File: config.mk
export PLATFORM = sky130hd
export DESIGN_NAME = proc
export DESIGN_NICKNAME = d
export VERILOG_FILES = /design/src/source/procPkg.sv /design/src/source/proc.sv /design/src/source/memory.sv /design/src/source/execute.sv /design/src/source/decode.sv /design/src/source/fetch.sv
export SDC_FILE = /design/constraint.sdc
export NUM_CORES = 2
export LEC_CHECK = 0
export BUFFER_PORTS_ARGS = -buffer_cell sky130_fd_sc_hd__buf_2
export CORE_MARGIN = 2
export CORE_UTILIZATION = 30
export DETAILED_ROUTE_END_ITERATION = 6
export SYNTH_ARGS = -nofsm -noshare
export SYNTH_HDL_FRONTEND = slang
export SYNTH_HIERARCHICAL = 1
export SYNTH_SLANG_ARGS = --single-unit
File: constraint.sdc
create_clock -name clk -period 5.5 [get_ports clk]
set_clock_uncertainty 0.15 [all_clocks]
set_input_delay 0.275 -clock clk [delete_from_list [all_inputs] [get_ports clk]]
set_output_delay 0.275 -clock clk [all_outputs]
set_load 0.1 [all_outputs]
File: src/source/procPkg.sv
/* Shared definitions for the five-stage 16-bit teaching processor
   Widths, opcode and funct encodings, ALU ops and the instruction word views */
package procPkg;

    localparam int DataWidth    = 16; // Data and instruction word
    localparam int RegAddrWidth = 3;  // Eight registers

    // Major opcode, instruction bits 15:11
    typedef enum logic [4:0] {
        opHalt  = 5'b00000,
        opNop   = 5'b00001,
        opAddi  = 5'b01000,
        opXori  = 5'b01011,
        opBeqz  = 5'b01100,
        opSt    = 5'b10000,
        opLd    = 5'b10001,
        opRType = 5'b11011
    } opcodeT;

    // R-type function select, bits 1:0
    typedef enum logic [1:0] {
        fnAdd = 2'b00,
        fnSub = 2'b01,
        fnXor = 2'b10,
        fnAnd = 2'b11
    } functT;

    // Operation decode hands to the ALU
    typedef enum logic [1:0] {
        aluAdd = 2'b00,
        aluSub = 2'b01,
        aluAnd = 2'b10,
        aluXor = 2'b11
    } aluOpT;

    // Register-register layout
    typedef struct packed {
        opcodeT                  opcode;
        logic [RegAddrWidth-1:0] rs;
        logic [RegAddrWidth-1:0] rt;
        logic [RegAddrWidth-1:0] rd;
        functT                   funct;
    } rTypeT;

    // Immediate layout, rd doubles as store source
    typedef struct packed {
        opcodeT                  opcode;
        logic [RegAddrWidth-1:0] rs;
        logic [RegAddrWidth-1:0] rd;
        logic [4:0]              imm5;
    } iTypeT;

    // Same 16 bits seen either way
    typedef union packed {
        rTypeT rType;
        iTypeT iType;
    } instrWord;

endpackage
File: src/source/proc.sv
/* Five-stage 16-bit pipelined processor, top level
   Wires fetch, decode, execute and memory together */
module proc #(
    parameter int ImemWords = 64,
    parameter int DmemWords = 64
) (
    input  logic                               clk,
    input  logic                               reset,
    input  logic                               run,
    input  logic                               imemWrite,
    input  logic [$clog2(ImemWords)-1:0]       imemAddr,
    input  logic [procPkg::DataWidth-1:0]      imemData,
    output logic                               wbValid,
    output logic [procPkg::RegAddrWidth-1:0]   wbAddr,
    output logic [procPkg::DataWidth-1:0]      wbData,
    output logic                               halted,
    output logic                               err
);

    // IF/ID and decode feedback
    logic                             ifValid, stall, branchTaken, haltSeen;
    logic [procPkg::DataWidth-1:0]    ifInstr, ifPc, branchTarget;
    // ID/EX
    logic                             exValid, exUseImm, exRegWrite;
    logic                             exMemRead, exMemWrite, exHalt;
    procPkg::aluOpT                   exAluOp;
    logic [procPkg::DataWidth-1:0]    exOperandA, exOperandB, exImm, exStoreData;
    logic [procPkg::RegAddrWidth-1:0] exDest;
    // EX/MEM
    logic                             memValid, memRegWrite, memMemRead;
    logic                             memMemWrite, memHalt;
    logic [procPkg::DataWidth-1:0]    memAluOut, memStoreData;
    logic [procPkg::RegAddrWidth-1:0] memDest;

    fetch #(.ImemWords(ImemWords)) fetchStage (
        .clk, .reset, .run, .imemWrite, .imemAddr, .imemData,
        .stall, .branchTaken, .branchTarget, .haltSeen,
        .ifValid, .ifInstr, .ifPc
    );

    decode decodeStage (
        .clk, .reset, .ifValid, .ifInstr, .ifPc,
        .wbValid, .wbAddr, .wbData,                 // Register write port
        .memValid, .memDest, .memRegWrite,          // Hazard check on MEM
        .stall, .branchTaken, .branchTarget, .haltSeen, .err,
        .exValid, .exAluOp, .exUseImm, .exOperandA, .exOperandB, .exImm,
        .exStoreData, .exDest, .exRegWrite, .exMemRead, .exMemWrite, .exHalt
    );

    execute executeStage (
        .clk, .reset,
        .exValid, .exAluOp, .exUseImm, .exOperandA, .exOperandB, .exImm,
        .exStoreData, .exDest, .exRegWrite, .exMemRead, .exMemWrite, .exHalt,
        .memValid, .memAluOut, .memStoreData, .memDest, .memRegWrite,
        .memMemRead, .memMemWrite, .memHalt
    );

    memory #(.DmemWords(DmemWords)) memoryStage (
        .clk, .reset,
        .memValid, .memAluOut, .memStoreData, .memDest, .memRegWrite,
        .memMemRead, .memMemWrite, .memHalt,
        .wbValid, .wbAddr, .wbData, .halted
    );

endmodule

File: src/source/memory.sv
/* Memory stage: data memory, load or ALU select into MEM/WB, halted flag */
module memory #(
    parameter int DmemWords = 64
) (
    input  logic                               clk,
    input  logic                               reset,
    input  logic                               memValid,
    input  logic [procPkg::DataWidth-1:0]      memAluOut,
    input  logic [procPkg::DataWidth-1:0]      memStoreData,
    input  logic [procPkg::RegAddrWidth-1:0]   memDest,
    input  logic                               memRegWrite,
    input  logic                               memMemRead,
    input  logic                               memMemWrite,
    input  logic                               memHalt,
    output logic                               wbValid,
    output logic [procPkg::RegAddrWidth-1:0]   wbAddr,
    output logic [procPkg::DataWidth-1:0]      wbData,
    output logic                               halted
);

    logic [procPkg::DataWidth-1:0]  dmem [DmemWords];
    logic [$clog2(DmemWords)-1:0]   addr;
    logic                           wbHalt;

    assign addr = memAluOut[$clog2(DmemWords)-1:0]; // Wraps modulo DmemWords

    always_ff @(posedge clk) begin
        if (memValid && memMemWrite) begin
            dmem[addr] <= memStoreData;
        end
    end

    always_ff @(posedge clk) begin
        if (reset) begin
            wbValid <= 1'b0;
            wbHalt  <= 1'b0;
            halted  <= 1'b0;
        end else begin
            wbValid <= memValid && memRegWrite; // Writers only
            wbHalt  <= memValid && memHalt;
            halted  <= halted || wbHalt;        // One cycle after HALT in MEM/WB
        end
    end

    // MEM/WB payload, async read feeds it
    always_ff @(posedge clk) begin
        wbAddr <= memDest;
        wbData <= memMemRead ? dmem[addr] : memAluOut;
    end

endmodule

File: src/source/execute.sv
/* Execute stage: ALU on operand A and register or immediate B, then EX/MEM */
module execute (
    input  logic                               clk,
    input  logic                               reset,
    input  logic                               exValid,
    input  procPkg::aluOpT                     exAluOp,
    input  logic                               exUseImm,
    input  logic [procPkg::DataWidth-1:0]      exOperandA,
    input  logic [procPkg::DataWidth-1:0]      exOperandB,
    input  logic [procPkg::DataWidth-1:0]      exImm,
    input  logic [procPkg::DataWidth-1:0]      exStoreData,
    input  logic [procPkg::RegAddrWidth-1:0]   exDest,
    input  logic                               exRegWrite,
    input  logic                               exMemRead,
    input  logic                               exMemWrite,
    input  logic                               exHalt,
    output logic                               memValid,
    output logic [procPkg::DataWidth-1:0]      memAluOut,
    output logic [procPkg::DataWidth-1:0]      memStoreData,
    output logic [procPkg::RegAddrWidth-1:0]   memDest,
    output logic                               memRegWrite,
    output logic                               memMemRead,
    output logic                               memMemWrite,
    output logic                               memHalt
);

    logic [procPkg::DataWidth-1:0] operandB;
    logic [procPkg::DataWidth-1:0] aluOut;

    assign operandB = exUseImm ? exImm : exOperandB;

    always_comb begin
        case (exAluOp)
            procPkg::aluAdd: aluOut = exOperandA + operandB; // Also LD/ST address
            procPkg::aluSub: aluOut = exOperandA - operandB;
            procPkg::aluAnd: aluOut = exOperandA & operandB;
            default:         aluOut = exOperandA ^ operandB;
        endcase
    end

    always_ff @(posedge clk) begin
        if (reset) memValid <= 1'b0;
        else       memValid <= exValid;
    end

    // EX/MEM payload
    always_ff @(posedge clk) begin
        memAluOut    <= aluOut;
        memStoreData <= exStoreData;
        memDest      <= exDest;
        memRegWrite  <= exRegWrite;
        memMemRead   <= exMemRead;
        memMemWrite  <= exMemWrite;
        memHalt      <= exHalt;
    end

endmodule

File: src/source/decode.sv
/* Decode stage: control decode, register file with write bypass, hazard stall,
   BEQZ resolution, sticky illegal-opcode flag and the ID/EX register */
module decode (
    input  logic                               clk,
    input  logic                               reset,
    input  logic                               ifValid,
    input  logic [procPkg::DataWidth-1:0]      ifInstr,
    input  logic [procPkg::DataWidth-1:0]      ifPc,
    input  logic                               wbValid,
    input  logic [procPkg::RegAddrWidth-1:0]   wbAddr,
    input  logic [procPkg::DataWidth-1:0]      wbData,
    input  logic                               memValid,
    input  logic [procPkg::RegAddrWidth-1:0]   memDest,
    input  logic                               memRegWrite,
    output logic                               stall,
    output logic                               branchTaken,
    output logic [procPkg::DataWidth-1:0]      branchTarget,
    output logic                               haltSeen,
    output logic                               err,
    output logic                               exValid,
    output procPkg::aluOpT                     exAluOp,
    output logic                               exUseImm,
    output logic [procPkg::DataWidth-1:0]      exOperandA,
    output logic [procPkg::DataWidth-1:0]      exOperandB,
    output logic [procPkg::DataWidth-1:0]      exImm,
    output logic [procPkg::DataWidth-1:0]      exStoreData,
    output logic [procPkg::RegAddrWidth-1:0]   exDest,
    output logic                               exRegWrite,
    output logic                               exMemRead,
    output logic                               exMemWrite,
    output logic                               exHalt
);

    procPkg::instrWord                instr;
    logic [procPkg::DataWidth-1:0]    regs [1 << procPkg::RegAddrWidth];
    logic [procPkg::RegAddrWidth-1:0] srcA;
    logic [procPkg::RegAddrWidth-1:0] srcB;
    logic [procPkg::RegAddrWidth-1:0] dest;
    logic [procPkg::DataWidth-1:0]    readA;
    logic [procPkg::DataWidth-1:0]    readB;
    logic [procPkg::DataWidth-1:0]    immExt;
    procPkg::aluOpT                   aluOp;
    logic useA, useB, useImm, regWrite;
    logic memRead, memWrite, isBranch, isHalt, illegal;
    logic hazA, hazB, haltReg;

    assign instr  = ifInstr;
    assign srcA   = instr.rType.rs;
    assign srcB   = instr.rType.rt; // Also iType.rd for ST data
    assign immExt = {{(procPkg::DataWidth-5){instr.iType.imm5[4]}}, instr.iType.imm5};

    // Opcode to controls
    always_comb begin
        {useA, useB, useImm, regWrite} = '0;
        {memRead, memWrite, isBranch, isHalt, illegal} = '0;
        aluOp = procPkg::aluAdd;
        dest  = instr.iType.rd; // I-type target by default
        case (instr.rType.opcode)
            procPkg::opRType: begin
                {useA, useB, regWrite} = 3'b111;
                dest = instr.rType.rd;
                case (instr.rType.funct)
                    procPkg::fnAdd: aluOp = procPkg::aluAdd;
                    procPkg::fnSub: aluOp = procPkg::aluSub;
                    procPkg::fnAnd: aluOp = procPkg::aluAnd;
                    default:        aluOp = procPkg::aluXor;
                endcase
            end
            procPkg::opAddi: {useA, useImm, regWrite} = 3'b111;
            procPkg::opXori: begin
                {useA, useImm, regWrite} = 3'b111;
                aluOp = procPkg::aluXor;
            end
            procPkg::opLd:   {useA, useImm, regWrite, memRead} = 4'b1111;
            procPkg::opSt:   {useA, useB, useImm, memWrite} = 4'b1111; // Address rs+imm
            procPkg::opBeqz: {useA, isBranch} = 2'b11;
            procPkg::opNop:  ;
            procPkg::opHalt: isHalt = 1'b1;
            default:         illegal = 1'b1;
        endcase
    end

    // Register file reads, same-cycle writeback wins
    assign readA = (wbValid && wbAddr == srcA) ? wbData : regs[srcA];
    assign readB = (wbValid && wbAddr == srcB) ? wbData : regs[srcB];

    // Source still in flight in EX or MEM
    assign hazA  = useA && ((exValid && exRegWrite && exDest == srcA) ||
                            (memValid && memRegWrite && memDest == srcA));
    assign hazB  = useB && ((exValid && exRegWrite && exDest == srcB) ||
                            (memValid && memRegWrite && memDest == srcB));
    assign stall = ifValid && (hazA || hazB);

    // Branch only on up-to-date rs
    assign branchTaken  = ifValid && isBranch && !stall && (readA == '0);
    assign branchTarget = ifPc + 1'b1 + immExt;
    assign haltSeen     = haltReg || (ifValid && isHalt); // Block next fetch at once

    always_ff @(posedge clk) begin
        if (reset) begin
            for (int i = 0; i < (1 << procPkg::RegAddrWidth); i++) begin
                regs[i] <= '0;
            end
        end else if (wbValid) begin
            regs[wbAddr] <= wbData;
        end
    end

    // Sticky flags and ID/EX valid
    always_ff @(posedge clk) begin
        if (reset) begin
            err     <= 1'b0;
            haltReg <= 1'b0;
            exValid <= 1'b0;
        end else begin
            err     <= err || (ifValid && illegal);
            haltReg <= haltSeen;
            exValid <= ifValid && !stall && !illegal; // Bubble on stall or bad opcode
        end
    end

    // ID/EX payload
    always_ff @(posedge clk) begin
        exAluOp     <= aluOp;
        exUseImm    <= useImm;
        exOperandA  <= readA;
        exOperandB  <= readB;
        exImm       <= immExt;
        exStoreData <= readB; // rd value for ST
        exDest      <= dest;
        exRegWrite  <= regWrite;
        exMemRead   <= memRead;
        exMemWrite  <= memWrite;
        exHalt      <= isHalt;
    end

endmodule

File: src/source/fetch.sv
/* Fetch stage: program counter, loadable instruction memory and IF/ID register
   Holds on stall, redirects and squashes on a taken branch */
module fetch #(
    parameter int ImemWords = 64
) (
    input  logic                             clk,
    input  logic                             reset,
    input  logic                             run,
    input  logic                             imemWrite,
    input  logic [$clog2(ImemWords)-1:0]     imemAddr,
    input  logic [procPkg::DataWidth-1:0]    imemData,
    input  logic                             stall,
    input  logic                             branchTaken,
    input  logic [procPkg::DataWidth-1:0]    branchTarget,
    input  logic                             haltSeen,
    output logic                             ifValid,
    output logic [procPkg::DataWidth-1:0]    ifInstr,
    output logic [procPkg::DataWidth-1:0]    ifPc
);

    logic [procPkg::DataWidth-1:0] imem [ImemWords]; // Word-addressed program store
    logic [procPkg::DataWidth-1:0] pc;
    logic                          issue;

    // Fetch only when running, not held and not past a HALT
    assign issue = run && !stall && !haltSeen;

    // Load port works regardless of run
    always_ff @(posedge clk) begin
        if (imemWrite) begin
            imem[imemAddr] <= imemData;
        end
    end

    // PC and IF/ID valid
    always_ff @(posedge clk) begin
        if (reset) begin
            pc      <= '0;
            ifValid <= 1'b0;
        end else if (branchTaken) begin
            pc      <= branchTarget; // Redirect
            ifValid <= 1'b0;         // Squash wrong-path word
        end else if (issue) begin
            pc      <= pc + 1'b1;
            ifValid <= 1'b1;
        end else if (!stall) begin
            ifValid <= 1'b0;         // Decode took it, nothing new
        end
    end

    // IF/ID payload, frozen while stalled
    always_ff @(posedge clk) begin
        if (issue && !branchTaken) begin
            ifInstr <= imem[pc[$clog2(ImemWords)-1:0]];
            ifPc    <= pc;
        end
    end

endmodule

==> results.toml <==
[sta]
fmax_mhz = 206.4
final-hold-violation-count = 0
worst-slew-pin-transition_ns = 1.362
setup_slack_ns = 0.6557
min_period_over_period_pct = 88.08
rsz0062_at_grt = "false"
drv_slew = 0
tns_ns = 0
finalSetupViolCount = 0
min_period_ns = 4.844
slew_headroom_pct = 8.860

[power_and_ir_drop]
pwr-share-seq_pct = 45.6
comb_power_share_pct = 19.9
leakagePower_uw = 0.03347
vdd_drop_max_uv = 360.2
intPower_uw = 31730
switchingPower_uw = 13190
p_per_area_mw_per_mm2 = 424.3
switching_share_pct = 29.36
clkPwrFrac_pct = 34.6

[placement]
dp_hpwl_mm = 145.5
place_ws_ns = 0.6309
port_buffers = 47
gp_congestion = 0.8522

[grt]
grt_use_total_pct = 15.26
grt_max_degree = 87
antenna_found_initial = 8
grt_pass1_wl_mm = 354.0
globalRouteOverflowTotal = 0
grt_pass1_vias = 48800

[layout]
layout-drive-gt1-share_pct = 22.42
nNetsFinal = 5319
area_growth_pct = 14.38

[worst_setup_path]
cp_max_fo = 22
startpoint_type = "flop"
max_stage_delay_ns = 0.68
cpLargestDelayFamily = "simple AND/OR/NAND/NOR gates"
path_common_cell = "or4_1"
cp.required_ns = 5.82
crit_type = "reg -> reg"
critical_path.endpoint = "fetchStage/ifInstr[10]"
reg2reg_to = "fetchStage/ifInstr[10]"
arrival_ns = 5.17
path_cells = "xnor2_1 -> nand4_1 -> mux2_2 -> or4_1 -> or4_1 -> nor4b_2 -> buf_4 -> inv_1 -> and2_1"
rr_worst_depth = 9
slowest_stage = "dfxtp_1"
startpoint = "memoryStage/wbAddr[1]"
ff2ff_setup_slack_ns = 0.66
worst-path-stages = 9
r2r_start = "memoryStage/wbAddr[1]"
cp-end-kind = "flop"
cp_num_buf_inv = 2

[clock_network]
clock_latency_ns = 0.90
numClockSinks = 2317
cts_root_buf = "clkbuf_16"
cts_tree = "done"
cts_max_level = 4
post_cts_buffers = 0
clk_pin_slew_ns = 0.06
holdBufCountCts = 22
numCtsBuffers = 223
cts-resized-gates = 0
clk_path_buf_depth = 4

[worst_hold_path]
hold_path_depth = 4
hp-class = "in -> reg"

[synth]
yosys_warnings = 6
synthesis.area_mm2 = 0.09254
synth_area_per_cell_um2 = 18.43
netlist_instances = 5021
mappedNetlistNets = 5090

[drt]
detail-route-antenna-nets = 0
vias = 49440
firstDrtPassIters = 5
first_iter_violations = 6065
via_per_inst = 5.186
wl_per_cell_um = 25.84
postRouteWirelength_mm = 246.4
drc = 0

[run]
drv_cap = 0

[die]
num_io_pins = 48
rows = 203
core-area_mm2 = 0.3063
initial_utilization_pct = 30.21
die_area_mm2 = 0.3129
die_h_um = 559.4
die-width_um = 559.4

[outcome]
status = "complete, no violations"
## worst reg2reg max path: stages (launching register included)
cell     delay (ns)
dfxtp_1        0.68
xnor2_1        0.18
nand4_1        0.57
mux2_2         0.51
or4_1          0.52
or4_1          0.55
nor4b_2        0.47
buf_4          0.24
inv_1          0.11
and2_1         0.47
## registers in the layout, summed over array words and instances, names as in the netlist, 3 cells and up
signal                     flops
executeStage/memDest           3
decodeStage/exStoreData       16
executeStage/memAluOut        16
fetchStage/ifPc                6
decodeStage/exImm              5
memoryStage/wbData            16
decodeStage/exOperandA        16
fetchStage/ifInstr            16
decodeStage/exDest             3
memoryStage/dmem            1024
fetchStage/imem             1024
decodeStage/regs             128
fetchStage/pc                  6
executeStage/memStoreData     16
memoryStage/wbAddr             3
## metrics by stage
stage	total power, µW	area (µm²)	instances	utilization (%)	hold WS (ns)
finish	44920	105900	9534	34.56	0.1126
global route	46220	105800	9532	34.55	0.1027
CTS	45060	105800	9532	34.55	0.05556
floorplan	26160	92540	5021	-	0.1596
detailed placement	29600	98280	9103	32.08	0.1654
global placement	29520	98280	9103	32.08	0.1660
## routing by layer
layer | vias to the layer above | track usage [%] | part of all wire [%]
met5 | - | 0 | 0.016
met4 | 6 | 5.137 | 3.5
met3 | 421 | 3.142 | 8.3
met2 | 2164 | 23.98 | 47
met1 | 25990 | 21.02 | 42
li1 | 20860 | - | -
## cells in the final DEF (no fill, tap or decap), types with 27 or more instances in the layout
| master | count |
|---|---|
| nand2_1 | 132 |
| ha_1 | 41 |
| nor3_1 | 53 |
| edfxtp_1 | 2198 |
| buf_4 | 265 |
| xnor2_1 | 30 |
| clkbuf_16 | 228 |
| nand3_1 | 35 |
| o21ai_0 | 68 |
| mux2_2 | 131 |
| bufinv_16 | 27 |
| nor2b_1 | 28 |
| mux2i_1 | 228 |
| clkinv_2 | 37 |
| o22ai_1 | 106 |
| buf_2 | 47 |
| clkbuf_1 | 32 |
| and2_1 | 104 |
| mux4_2 | 357 |
| a221oi_1 | 100 |
| nor2_1 | 266 |
| clkinv_1 | 59 |
| a22oi_1 | 107 |
| dfxtp_1 | 97 |
| a21oi_1 | 143 |
## worst min-delay path by stage
stage,start,endpoint,slack [ns]
3_5_place_dp,decodeStage/exMemWrite,executeStage/memMemWrite,0.17
5_1_grt,imemAddr[0],fetchStage/imem[61][12],0.10
6_report,imemAddr[0],fetchStage/imem[55][4],0.11
4_1_cts,imemAddr[0],fetchStage/imem[61][0],0.06
2_1_floorplan,decodeStage/exHalt,executeStage/memHalt,0.16
3_3_place_gp,decodeStage/exHalt,executeStage/memHalt,0.17
## area by class of cell
class | count | area, µm²
clock inverter | 137 | 1409
fill | 28780 | 200500
timing repair buffer | 345 | 2665
sequential | 2317 | 68430
tap | 4100 | 5130
multi-input combinational | 2327 | 22140
clock buffer | 270 | 5937
inverter | 36 | 136.4
antenna | 2 | 5.005
## power by group through the flow
| stage | Clock (µW) | Combinational, µW | Sequential, µW |
|---|---|---|---|
| 4_1_cts | 15800 | 8810 | 20500 |
| 5_1_grt | 16400 | 9290 | 20500 |
| 6_report | 15500 | 8920 | 20500 |
| 3_3_place_gp | 0 | 8690 | 20800 |
| 3_5_place_dp | 0 | 8760 | 20800 |
| 2_1_floorplan | 0 | 5130 | 21000 |
Note: power is estimated with default switching activity, not from simulation.
